### src/logic/esp_link_cfg.svh
`ifndef ESP_LINK_CFG_SVH
`define ESP_LINK_CFG_SVH

// Register bank geometry
`define ESP_WORD_W    32  // Bits per register word
`define ESP_ADDR_W    5   // Bits of register address
`define ESP_REG_COUNT 32  // Registers including status at 0

// Link flow control
`define ESP_CREDITS   4   // Queue depth and starting credits

// Status register
`define ESP_COUNT_W   16  // Stored word counter width

`endif

### src/logic/esp_link_pkg.sv
`include "esp_link_cfg.svh"

// Link side view of the subsystem
package esp_link_pkg;

    // One byte from the companion chip per clock
    typedef logic [7:0] esp_byte_t;

    // Assembled word on its way to the bank
    typedef struct packed {
        logic                   valid;  // Push strobe or queue not empty
        logic [`ESP_ADDR_W-1:0] addr;   // Target register
        logic [`ESP_WORD_W-1:0] data;   // First link byte sits in the MSBs
    } word_wr_t;

endpackage

### src/logic/reg_bus_pkg.sv
`include "esp_link_cfg.svh"

// Register bank side of the subsystem
package reg_bus_pkg;

    typedef logic [`ESP_ADDR_W-1:0] reg_addr_t;  // Bank address
    typedef logic [`ESP_WORD_W-1:0] reg_word_t;  // Bank data word

    // Host access, held until granted
    typedef struct packed {
        logic      valid;  // Request pending
        logic      write;  // 1 write, 0 read
        logic      lock;   // Keep the bank for the next access
        reg_addr_t addr;
        reg_word_t wdata;
    } host_req_t;

    // Read return one cycle after the grant
    typedef struct packed {
        logic      valid;
        reg_word_t rdata;
    } host_rsp_t;

    // Single access issued to the bank each cycle
    typedef struct packed {
        logic      valid;
        logic      write;  // Reads leave the array untouched
        reg_addr_t addr;
        reg_word_t data;
    } bank_wr_t;

    // Layout of register 0
    typedef struct packed {
        logic                                     overrun;     // Sticky drop flag
        logic [`ESP_WORD_W-`ESP_COUNT_W-2:0]      reserved;    // Reads as zero
        logic [`ESP_COUNT_W-1:0]                  word_count;  // Saturating
    } status_t;

endpackage

### src/logic/esp_link_top.sv
`timescale 1ns/1ps
`include "esp_link_cfg.svh"

module esp_link_top (
    input  logic                    clk,
    input  logic                    nrst,
    input  esp_link_pkg::esp_byte_t esp_data,
    input  logic                    esp_cs,     // Active low frame select
    input  reg_bus_pkg::host_req_t  host_req,
    output logic                    host_gnt,
    output reg_bus_pkg::host_rsp_t  host_rsp,
    output logic                    link_busy   // Link data not yet in the bank
);
    import esp_link_pkg::*;
    import reg_bus_pkg::*;

    word_wr_t                asm_word;       // Assembler push
    word_wr_t                q_head;         // Oldest queued write
    bank_wr_t                bank_req;
    logic [`ESP_WORD_W-1:0]  rd_data;
    logic                    credit_return;
    logic                    link_grant;
    logic                    overrun;
    logic                    partial;

    esp_word_assembler u_asm (
        .clk           (clk),
        .nrst          (nrst),
        .esp_data      (esp_data),
        .esp_cs        (esp_cs),
        .credit_return (credit_return),
        .word_out      (asm_word),
        .overrun       (overrun),
        .partial       (partial)
    );

    write_credit_queue #(.DEPTH(`ESP_CREDITS)) u_queue (
        .clk           (clk),
        .nrst          (nrst),
        .push          (asm_word),
        .head          (q_head),
        .pop           (link_grant),
        .credit_return (credit_return)
    );

    reg_bank_arbiter u_arb (
        .clk        (clk),
        .nrst       (nrst),
        .link_req   (q_head),
        .link_grant (link_grant),
        .host_req   (host_req),
        .host_gnt   (host_gnt),
        .host_rsp   (host_rsp),
        .bank_req   (bank_req),
        .rd_data    (rd_data)
    );

    reg_bank u_bank (
        .clk              (clk),
        .nrst             (nrst),
        .bank_req         (bank_req),
        .rd_data          (rd_data),
        .link_word_stored (link_grant),  // Every link grant is a stored word
        .overrun          (overrun)
    );

    // Busy while bytes or queued words are still in flight
    assign link_busy = q_head.valid | partial;

endmodule

### src/logic/esp_word_assembler.sv
`timescale 1ns/1ps
`include "esp_link_cfg.svh"

module esp_word_assembler (
    input  logic                    clk,
    input  logic                    nrst,
    input  esp_link_pkg::esp_byte_t esp_data,       // Sampled while esp_cs is low
    input  logic                    esp_cs,         // High aborts the frame
    input  logic                    credit_return,  // One queue slot freed
    output esp_link_pkg::word_wr_t  word_out,       // One cycle push to the queue
    output logic                    overrun,        // Word lost for lack of credit
    output logic                    partial         // Bytes of a word are held
);
    import esp_link_pkg::*;

    localparam int ADDR_W  = `ESP_ADDR_W;
    localparam int CRED_W  = $clog2(`ESP_CREDITS + 1);
    localparam int LAST_AD = `ESP_REG_COUNT - 1;  // Highest link address

    logic [1:0]                 byte_cnt;  // Bytes already held, 0 to 3
    logic [`ESP_WORD_W-9:0]     shift_q;   // Last three bytes, oldest on top
    logic [ADDR_W-1:0]          addr;      // Address of the word in progress
    logic [ADDR_W-1:0]          addr_nxt;
    logic [CRED_W-1:0]          credits;   // Free queue slots
    logic                       word_done;
    logic                       credit_ok;
    logic                       push;
    word_wr_t                   word_q;

    assign word_done = !esp_cs && (byte_cnt == 2'd3);  // Fourth byte on the bus now
    assign credit_ok = (credits != '0);
    assign push      = word_done && credit_ok;

    // Address steps 1 to 31 and skips status on wrap
    assign addr_nxt = (addr == ADDR_W'(LAST_AD)) ? ADDR_W'(1) : addr + ADDR_W'(1);

    // Byte shifter, contents are don't care between words
    always_ff @(posedge clk) begin
        if (!esp_cs) begin
            shift_q <= {shift_q[`ESP_WORD_W-17:0], esp_data};  // Newest byte at the bottom
        end
    end

    always_ff @(posedge clk) begin
        if (!nrst) begin
            byte_cnt     <= '0;
            addr         <= ADDR_W'(1);               // Frames start at address 1
            credits      <= CRED_W'(`ESP_CREDITS);    // Queue empty so all credits free
            word_q.valid <= 1'b0;
            overrun      <= 1'b0;
        end else begin
            word_q.valid <= push;                     // Pulse for exactly one cycle
            overrun      <= word_done && !credit_ok;  // Dropped word
            if (push) begin
                word_q.addr <= addr;
                word_q.data <= {shift_q, esp_data};   // First byte ends in the MSBs
            end
            // Spend and return may coincide
            credits <= credits - CRED_W'(push) + CRED_W'(credit_return);
            if (esp_cs) begin
                byte_cnt <= '0;                       // Partial word is discarded
                addr     <= ADDR_W'(1);
            end else begin
                byte_cnt <= byte_cnt + 2'd1;          // Wraps to 0 after the fourth byte
                if (word_done) begin
                    addr <= addr_nxt;                 // Advances even on a drop
                end
            end
        end
    end

    assign word_out = word_q;
    assign partial  = (byte_cnt != '0);  // One to three bytes held

endmodule

### src/logic/reg_bank.sv
`timescale 1ns/1ps
`include "esp_link_cfg.svh"

module reg_bank (
    input  logic                   clk,
    input  logic                   nrst,
    input  reg_bus_pkg::bank_wr_t  bank_req,          // One access per cycle
    output logic [`ESP_WORD_W-1:0] rd_data,           // Follows bank_req.addr
    input  logic                   link_word_stored,  // Link write granted
    input  logic                   overrun            // Assembler dropped a word
);
    import reg_bus_pkg::*;

    reg_word_t               regs [1:`ESP_REG_COUNT-1];  // Writable registers only
    logic [`ESP_COUNT_W-1:0] word_count;
    logic                    overrun_flag;
    logic                    wr_en;
    status_t                 status;

    // Address 0 is read only
    assign wr_en = bank_req.valid && bank_req.write && (bank_req.addr != '0);

    always_ff @(posedge clk) begin
        if (wr_en) begin
            regs[bank_req.addr] <= bank_req.data;  // Lands on the grant edge
        end
    end

    always_ff @(posedge clk) begin
        if (!nrst) begin
            word_count   <= '0;
            overrun_flag <= 1'b0;
        end else begin
            if (link_word_stored && (word_count != '1)) begin
                word_count <= word_count + 1'b1;  // Stops at all ones
            end
            if (overrun) begin
                overrun_flag <= 1'b1;             // Cleared only by reset
            end
        end
    end

    always_comb begin
        status            = '0;  // Reserved bits read zero
        status.overrun    = overrun_flag;
        status.word_count = word_count;
    end

    always_comb begin
        if (bank_req.addr == '0) begin
            rd_data = status;
        end else begin
            rd_data = regs[bank_req.addr];
        end
    end

endmodule

### src/logic/reg_bank_arbiter.sv
`timescale 1ns/1ps
`include "esp_link_cfg.svh"

module reg_bank_arbiter (
    input  logic                    clk,
    input  logic                    nrst,
    input  esp_link_pkg::word_wr_t  link_req,    // Queue head
    output logic                    link_grant,  // Pops the queue head
    input  reg_bus_pkg::host_req_t  host_req,
    output logic                    host_gnt,
    output reg_bus_pkg::host_rsp_t  host_rsp,    // Registered read data
    output reg_bus_pkg::bank_wr_t   bank_req,
    input  logic [`ESP_WORD_W-1:0]  rd_data      // Combinational from the bank
);
    import reg_bus_pkg::*;

    logic      last_host;  // Host won the last grant
    logic      lock_hold;  // Host keeps the bank
    logic      host_win;
    logic      link_win;
    bank_wr_t  bank_q;
    host_rsp_t rsp_q;

    always_comb begin
        host_win = 1'b0;
        link_win = 1'b0;
        if (host_req.valid && link_req.valid) begin
            if (lock_hold || !last_host) begin
                host_win = 1'b1;          // Locked or host's turn
            end else begin
                link_win = 1'b1;
            end
        end else begin
            host_win = host_req.valid;    // Lone requester wins
            link_win = link_req.valid;
        end
    end

    // Winner drives the bank, link side only writes
    always_comb begin
        bank_q = '0;
        if (link_win) begin
            bank_q.valid = 1'b1;
            bank_q.write = 1'b1;
            bank_q.addr  = link_req.addr;
            bank_q.data  = link_req.data;
        end else if (host_win) begin
            bank_q.valid = 1'b1;
            bank_q.write = host_req.write;
            bank_q.addr  = host_req.addr;
            bank_q.data  = host_req.wdata;
        end
    end

    always_ff @(posedge clk) begin
        if (!nrst) begin
            last_host   <= 1'b0;
            lock_hold   <= 1'b0;
            rsp_q.valid <= 1'b0;
        end else begin
            if (host_win || link_win) begin
                last_host <= host_win;
            end
            if (host_win) begin
                lock_hold <= host_req.lock;  // Each access renews or ends the lock
            end else if (!host_req.valid) begin
                lock_hold <= 1'b0;           // Host went idle
            end
            rsp_q.valid <= host_win && !host_req.write;
            if (host_win && !host_req.write) begin
                rsp_q.rdata <= rd_data;      // Data seen during the grant cycle
            end
        end
    end

    assign link_grant = link_win;
    assign host_gnt   = host_win;
    assign bank_req   = bank_q;
    assign host_rsp   = rsp_q;

endmodule

### src/logic/write_credit_queue.sv
`timescale 1ns/1ps
`include "esp_link_cfg.svh"

module write_credit_queue #(
    parameter int DEPTH = `ESP_CREDITS  // Must match the credits handed out
) (
    input  logic                   clk,
    input  logic                   nrst,
    input  esp_link_pkg::word_wr_t push,           // valid is the write strobe
    output esp_link_pkg::word_wr_t head,           // valid means not empty
    input  logic                   pop,            // Grant from the arbiter
    output logic                   credit_return   // One pulse per entry drained
);
    import esp_link_pkg::*;

    localparam int PTR_W = (DEPTH > 1) ? $clog2(DEPTH) : 1;
    localparam int CNT_W = $clog2(DEPTH + 1);

    word_wr_t           mem [DEPTH];  // Entry storage
    logic [PTR_W-1:0]   wr_ptr;
    logic [PTR_W-1:0]   rd_ptr;
    logic [CNT_W-1:0]   count;        // Entries held
    logic               do_pop;

    // Pointer step with wrap for any depth
    function automatic logic [PTR_W-1:0] ptr_next(input logic [PTR_W-1:0] p);
        if (p == PTR_W'(DEPTH - 1)) begin
            return '0;
        end
        return p + PTR_W'(1);
    endfunction

    assign do_pop = pop && (count != '0);  // Ignore a stray pop when empty

    // Credits bound the pushes so no full check here
    always_ff @(posedge clk) begin
        if (push.valid) begin
            mem[wr_ptr] <= push;
        end
    end

    always_ff @(posedge clk) begin
        if (!nrst) begin
            wr_ptr        <= '0;
            rd_ptr        <= '0;
            count         <= '0;
            credit_return <= 1'b0;
        end else begin
            if (push.valid) begin
                wr_ptr <= ptr_next(wr_ptr);
            end
            if (do_pop) begin
                rd_ptr <= ptr_next(rd_ptr);
            end
            count         <= count + CNT_W'(push.valid) - CNT_W'(do_pop);
            credit_return <= do_pop;  // Slot is free again next cycle
        end
    end

    always_comb begin
        head       = mem[rd_ptr];
        head.valid = (count != '0);  // Stored valid bit is not trusted
    end

endmodule

### config.mk
export PLATFORM = sky130hd
export DESIGN_NAME = esp_link_top
export DESIGN_NICKNAME = d
export VERILOG_FILES = /design/src/logic/esp_link_pkg.sv /design/src/logic/reg_bus_pkg.sv /design/src/logic/esp_link_top.sv /design/src/logic/esp_word_assembler.sv /design/src/logic/reg_bank.sv /design/src/logic/reg_bank_arbiter.sv /design/src/logic/write_credit_queue.sv
export VERILOG_INCLUDE_DIRS = /design/src /design/src/logic
export SDC_FILE = /design/constraint.sdc
export NUM_CORES = 1
export LEC_CHECK = 0
export BUFFER_PORTS_ARGS = -buffer_cell sky130_fd_sc_hd__buf_2
export CAP_MARGIN = 5
export CORE_UTILIZATION = 25
export DETAILED_ROUTE_END_ITERATION = 12
export PLACE_DENSITY = 0.41
export REMOVE_ABC_BUFFERS = 1
export SYNTH_ARGS = -nofsm -noshare
export SYNTH_HDL_FRONTEND = slang
export SYNTH_HIERARCHICAL = 1
export SYNTH_SLANG_ARGS = --single-unit
### constraint.sdc
create_clock -name clk -period 11.6 [get_ports clk]
set_input_delay 0.58 -clock clk [delete_from_list [all_inputs] [get_ports clk]]
set_output_delay 0.58 -clock clk [all_outputs]
set_load 0.005 [all_outputs]
## Word level (Yosys, flattened, before mapping)

Memories as Yosys holds them, arrays and structs flattened. A register that Yosys moved wholly into a read port is not among the register bits.
Cells that the tools add are included.

| word-level totals | value |
|---|---|
| register bits | 133 |
| RAM bits | 1144 |
| input port bits | 51 |
| output and inout port bits | 35 |
| logic and storage cells | 87 |
| memories kept | 2 |

Memory list:

| name | words | bits a word | rd ports | clocked after Yosys merged registers in | write ports | line | RTL |
|---|---|---|---|---|---|---|---|
| u_bank.regs | 31 | 32 | 1 | 0 | 1 | reg_bank.sv:14 | `` reg_word_t regs [1:`ESP_REG_COUNT-1]; `` |
| u_queue.mem | 4 | 38 | 1 | 1 | 1 | write_credit_queue.sv:19 | `word_wr_t mem [DEPTH];` |

| operators by class | value |
|---|---|
| $add $sub $neg | 9 |
| equality and inequality tests | 6 |
| muxes and demuxes | 26 |
| bitwise gates (word level) | 2 |
| reductions and logical operators | 23 |

Operator list:

| operator | count |
|---|---|
| 39-bit 2-to-1 mux | 2 |
| 32-bit 2-to-1 mux | 1 |
| 16-bit by 1-bit adder with 16-bit output, second input constant | 1 |
| 1-bit 2-to-1 mux | 16 |
| 16-bit != test, second input constant | 1 |
| 2-bit 2-to-1 mux | 6 |
| 1-bit logical AND | 9 |
| 2-bit by 1-bit adder with 2-bit output, second input constant | 3 |
| 3-bit by 1-bit adder with 3-bit output | 2 |
| 2-bit equality test, second input constant | 3 |
| 3-bit nonzero test | 2 |
| 3-bit by 1-bit subtractor with 3-bit output | 2 |
| 5-bit by 1-bit adder with 5-bit output, second input constant | 1 |
| 5-bit equality test, second input constant | 1 |
| 5-bit zero test | 1 |
| 5-bit 2-to-1 mux | 1 |
| 5-bit nonzero test | 1 |
| 1-bit zero test | 4 |
| 2-bit AND reduction | 2 |
| 1-bit logical OR | 2 |
| 2-bit by 1-bit != test with 1-bit output, second input constant | 1 |
| 2-bit nonzero test | 1 |
| 2-bit OR reduction | 1 |
| 1-bit NOT | 1 |
| 1-bit OR | 1 |

## Depth between registers and ports, before layout

| depth | value |
|---|---|
| depth after elaboration | 10 |
| depth in mapped cells | 15 |
| depth with buffers taken out | 10 |

## Cells and area by module

Netlist, hierarchy kept.

Modules (own cells, without submodules):

| module | times used | cells each | area an instance (um2) | seq. area each (um2) |
|---|---|---|---|---|
| reg_bank | 1 | 1924 | 39004.9 | 30128.9 |
| write_credit_queue | 1 | 239 | 5891.9 | 4644.5 |
| esp_word_assembler | 1 | 120 | 2383.5 | 2072.0 |
| reg_bank_arbiter | 1 | 93 | 1486.4 | 1021.0 |
| esp_link_top | 1 | 1 | 6.3 | 0.0 |

## Worst setup path after synthesis

Ideal clock, no wire load.

| path | value |
|---|---|
| path kind | input to register |
| start point | input esp_cs |
| end point | register u_asm.word_q, in the netlist u_asm/word_out[0], enable pin |
| library setup time | 0.477 ns |
| data arrival time | 3.956 ns |
| required time | 11.123 ns |
| path slack | 7.166 ns |
| cell stages on the path | 3 |
| path buffers | 0 |
| path through | inv_1 nand2_1 nor3_1 |

| on the way | value |
|---|---|
| word-level cells in the longest chain between the ends | 4 |

Ends and longest elaborated chain:

| what | line | RTL |
|---|---|---|
| from (decl) | esp_link_top.sv:8 | `input logic esp_cs,` |
| 1-bit zero test | -- |  |
| 1-bit logical AND | esp_word_assembler.sv:30 | `assign word_done = !esp_cs && (byte_cnt == 2'd3);` |
| 1-bit logical AND | esp_word_assembler.sv:32 | `assign push = word_done && credit_ok;` |
| 2-bit AND reduction (no source line) | -- |  |
| to (decl) | esp_word_assembler.sv:28 | `word_wr_t word_q;` |

No other way between the ends.
A chain may end at the register's enable or synchronous reset.

==> flow_summary.toml <==
[run_status]
outcome = "completed"

[worst_setup_path]
crit_type = "reg2reg"
start_kind = "register"
reg2reg_slack_ns = 5.74
worstPathArrival_ns = 6.36
r2r_end = "u_arb/host_rsp[7]"
cp_max_fo = 54
r2r.worst_path.cells = 11
end_kind = "register"
crit_required_ns = 12.10
reg2reg_from = "u_queue/count[1]"

[detailed_routing]
via_count = 24700
ant_nets = 0
wl_per_cell_um = 28.9
drtIter0Drc = 2212
drc_errors = 0
viasPerCell = 4.75
routed_wl_um = 150000
first_pass_iters = 5

[hold_path]
holdPathStages = 2
hold_end = "u_arb/lock_hold"
hp-class = "in2reg"
hp-start = "host_req[37]"

[floorplanning]
fp.dieW_um = 444
rows = 161
start_util_pct = 25.2
dieArea_mm2 = 0.197
core_mm2 = 0.193
die_h_um = 444
io_pins = 86

[cells_and_area]
finalNetCount = 2624
fill_cells = 18800
post-route-util_pct = 29.4
syn_to_final_growth_pct = 16.6
drive_above_1_share_pct = 22.6

[global_route]
grt_pass1_vias = 25200
grt_first_pass_wirelength_um = 205000
track_usage_pct = 15.1
grt_start_max_net_pins = 130
grt_overflow = 0
grt_antenna_before_repair = 13

[logic_synthesis]
yosysTopAreaCellShare_pct = 75.9
syn_area_per_cell_um2 = 20.5
synth_most_common_cell = "edfxtp_1"
yosysWarnings = 6
synth_area_leader_cell = "edfxtp_1"
synthArstFlopShare_pct = 0
synth_area_mm2 = 0.0488
syn_inst = 2377
ys_seq_elements = 1275
synthFlopType = "edfxtp_1"
synth.distinct_cells = 81
synth-edff-count = 1233
synth_area_leaders = "edfxtp_1, mux4_2, mux2i_1"
ys_top_cells_by_count = "edfxtp_1, mux2i_1, mux4_2, nor2_1, a22o_1"
yosysSeqAreaShare_pct = 77.6

[cts]
cts_buffers = 137
tritoncts = "yes"
htreeDepth = 4
post-cts-setup-buffer-count = 0
cts-root-buf = "clkbuf_16"
clk_pin_slew_ns = 0.07
worstSkewPairLatency_ns = 0.78
clock_sinks = 1275
clockBufferDepth = 3
cts_resized = 0

[sta]
period_needed_ns = 5.86
finalMaxSlewViolations = 0
tightest_slew_ns = 1.24
finalHoldWorstSlack_ns = 0.0667
fmax_ghz = 0.171
setup_violations = 0
maxSlewHeadroom_pct = 17.4
rsz0062_at_grt = "no"
post-route-period-util_pct = 50.5
hold_viol = 0
finalClockSkew_ns = 0.0338

[power]
power.net_switching_w = 0.00207
combPwrFrac_pct = 3.9
p_int_w = 0.00774
leakage_nw = 17.5
powerDensity_mw_per_mm2 = 173
peakVddDrop_mv = 0.0998
clockPowerShare_pct = 44.3
power_w = 0.00981
p_sw_share_pct = 21.1
sequentialPowerShare_pct = 51.8

[run]
drv_cap = 0

[place]
portBuffers = 85
gp_congestion = 0.766
dp_hpwl_um = 85400
critical path: stages, from the launching register on:
cell and delay (ns):
dfxtp_1 0.42, or3_1 0.27, a21boi_4 0.58, buf_4 0.64, a22o_4 0.65, buf_4 0.72
buf_4 0.80, mux2i_1 0.30, o22ai_1 0.11, or4_1 0.56, a221oi_1 0.22, a31oi_1 0.11
layout by cell type (no fill, tap or decap), types with 13 or more instances in the layout:
cell type     n
clkinv_1     20
nand3_1      16
clkbuf_16   145
buf_2        85
o22ai_1      51
mux4_2      179
inv_1        14
nor2_1       68
a21oi_1      34
ha_1         13
nor2b_1      16
a211oi_1     34
edfxtp_1   1233
buf_4        67
o21ai_0      13
a22o_1       49
a221oi_1     15
clkbuf_1     29
clkinv_2     23
a31oi_1      29
dfxtp_1      40
nor4_1       13
nand2_1      40
nor2_4       32
a22oi_1      18
mux2i_1     182
layer usage:
layer | wire length, um | part of all wire [%] | GRT usage [%]
met5 | 0 | 0 | 0
met4 | 4290 | 2.9 | 5.07
met3 | 8430 | 5.6 | 2.63
met2 | 71600 | 48 | 24.6
met1 | 65500 | 44 | 20.3
what timing repair did:
action | CTS | global route
setup endpoints to repair | 0 | 0
hold buffers | 7 | 0
endpoints found under the hold margin | 13 | 0
cells by family after synthesis:
kind of cell | count (synthesis) | synth area share, %
AO/OA/AOI/OAI | 299 | 4.47
XOR/XNOR | 9 | 0.190
adder cells (fa/ha/maj) | 15 | 0.416
buffers and inverters | 135 | 1.85
flip-flops | 1275 | 77.6
multiplexers | 374 | 12.5
AND/OR/NAND/NOR | 270 | 2.92
registers in the layout (all words and copies together) (netlist names), named ones only:
signal,cells
u_queue/mem,148
u_bank/regs,992
u_queue/wr_ptr,2
u_arb/host_rsp,33
u_asm/addr,5
u_bank/overrun_flag,1
u_asm/credits,3
u_asm/byte_cnt,2
u_queue/credit_return,1
u_asm/shift_q,24
u_arb/lock_hold,1
u_asm/word_out,38
u_queue/count,3
u_queue/rd_ptr,2
u_asm/overrun,1
u_arb/last_host,1
u_bank/word_count,16
power by group through the flow:
stage | sequential (W) | combinational (W) | clock (W)
floorplan | 0.00517 | 0.000307 | 0
global placement | 0.00518 | 0.000387 | 0
detailed placement | 0.00518 | 0.000394 | 0
CTS | 0.00508 | 0.000396 | 0.00444
global route | 0.00508 | 0.000415 | 0.00460
finish | 0.00508 | 0.000387 | 0.00435
how the worst max path moves through the flow:
stage | endpoint | slack, ns | startpoint | cells past startpoint
2_1_floorplan | u_bank/regs[11][0] | -4.48 | register | 4
3_3_place_gp | u_arb/host_rsp[7] | 5.70 | host_req[39] | 11
3_5_place_dp | u_arb/host_rsp[7] | 5.71 | host_req[39] | 11
4_1_cts | u_arb/host_rsp[7] | 5.74 | u_queue/count[1] | 11
5_1_grt | u_arb/host_rsp[7] | 5.48 | u_queue/count[1] | 11
6_report | u_arb/host_rsp[7] | 5.74 | u_queue/count[1] | 11
stage by stage:
step                cell area (um^2)  setup TNS [ns]  instances  setup WS, ns
global route                   56900               0       5190          5.48
global placement               52400               0       4938          5.70
CTS                            56900               0       5189          5.74
detailed placement             52400               0       4938          5.71
finish                         56900               0       5190          5.74
floorplan                      47900        -3006.89       2258         -4.48
final cells by class:
type / instances / area, um^2 / area share, %
Inverter: 16 / 60.1 / 0.106
Timing Repair Buffer: 161 / 1040 / 1.83
Tap cell: 2526 / 3160 / 5.56
Clock buffer: 180 / 3820 / 6.72
Antenna cell: 1 / 2.50 / 0.00440
Multi-Input combinational cell: 967 / 10300 / 18.1
Clock inverter: 64 / 611 / 1.07
Sequential cell: 1275 / 37900 / 66.6
Power figures use the tool's default switching activity.
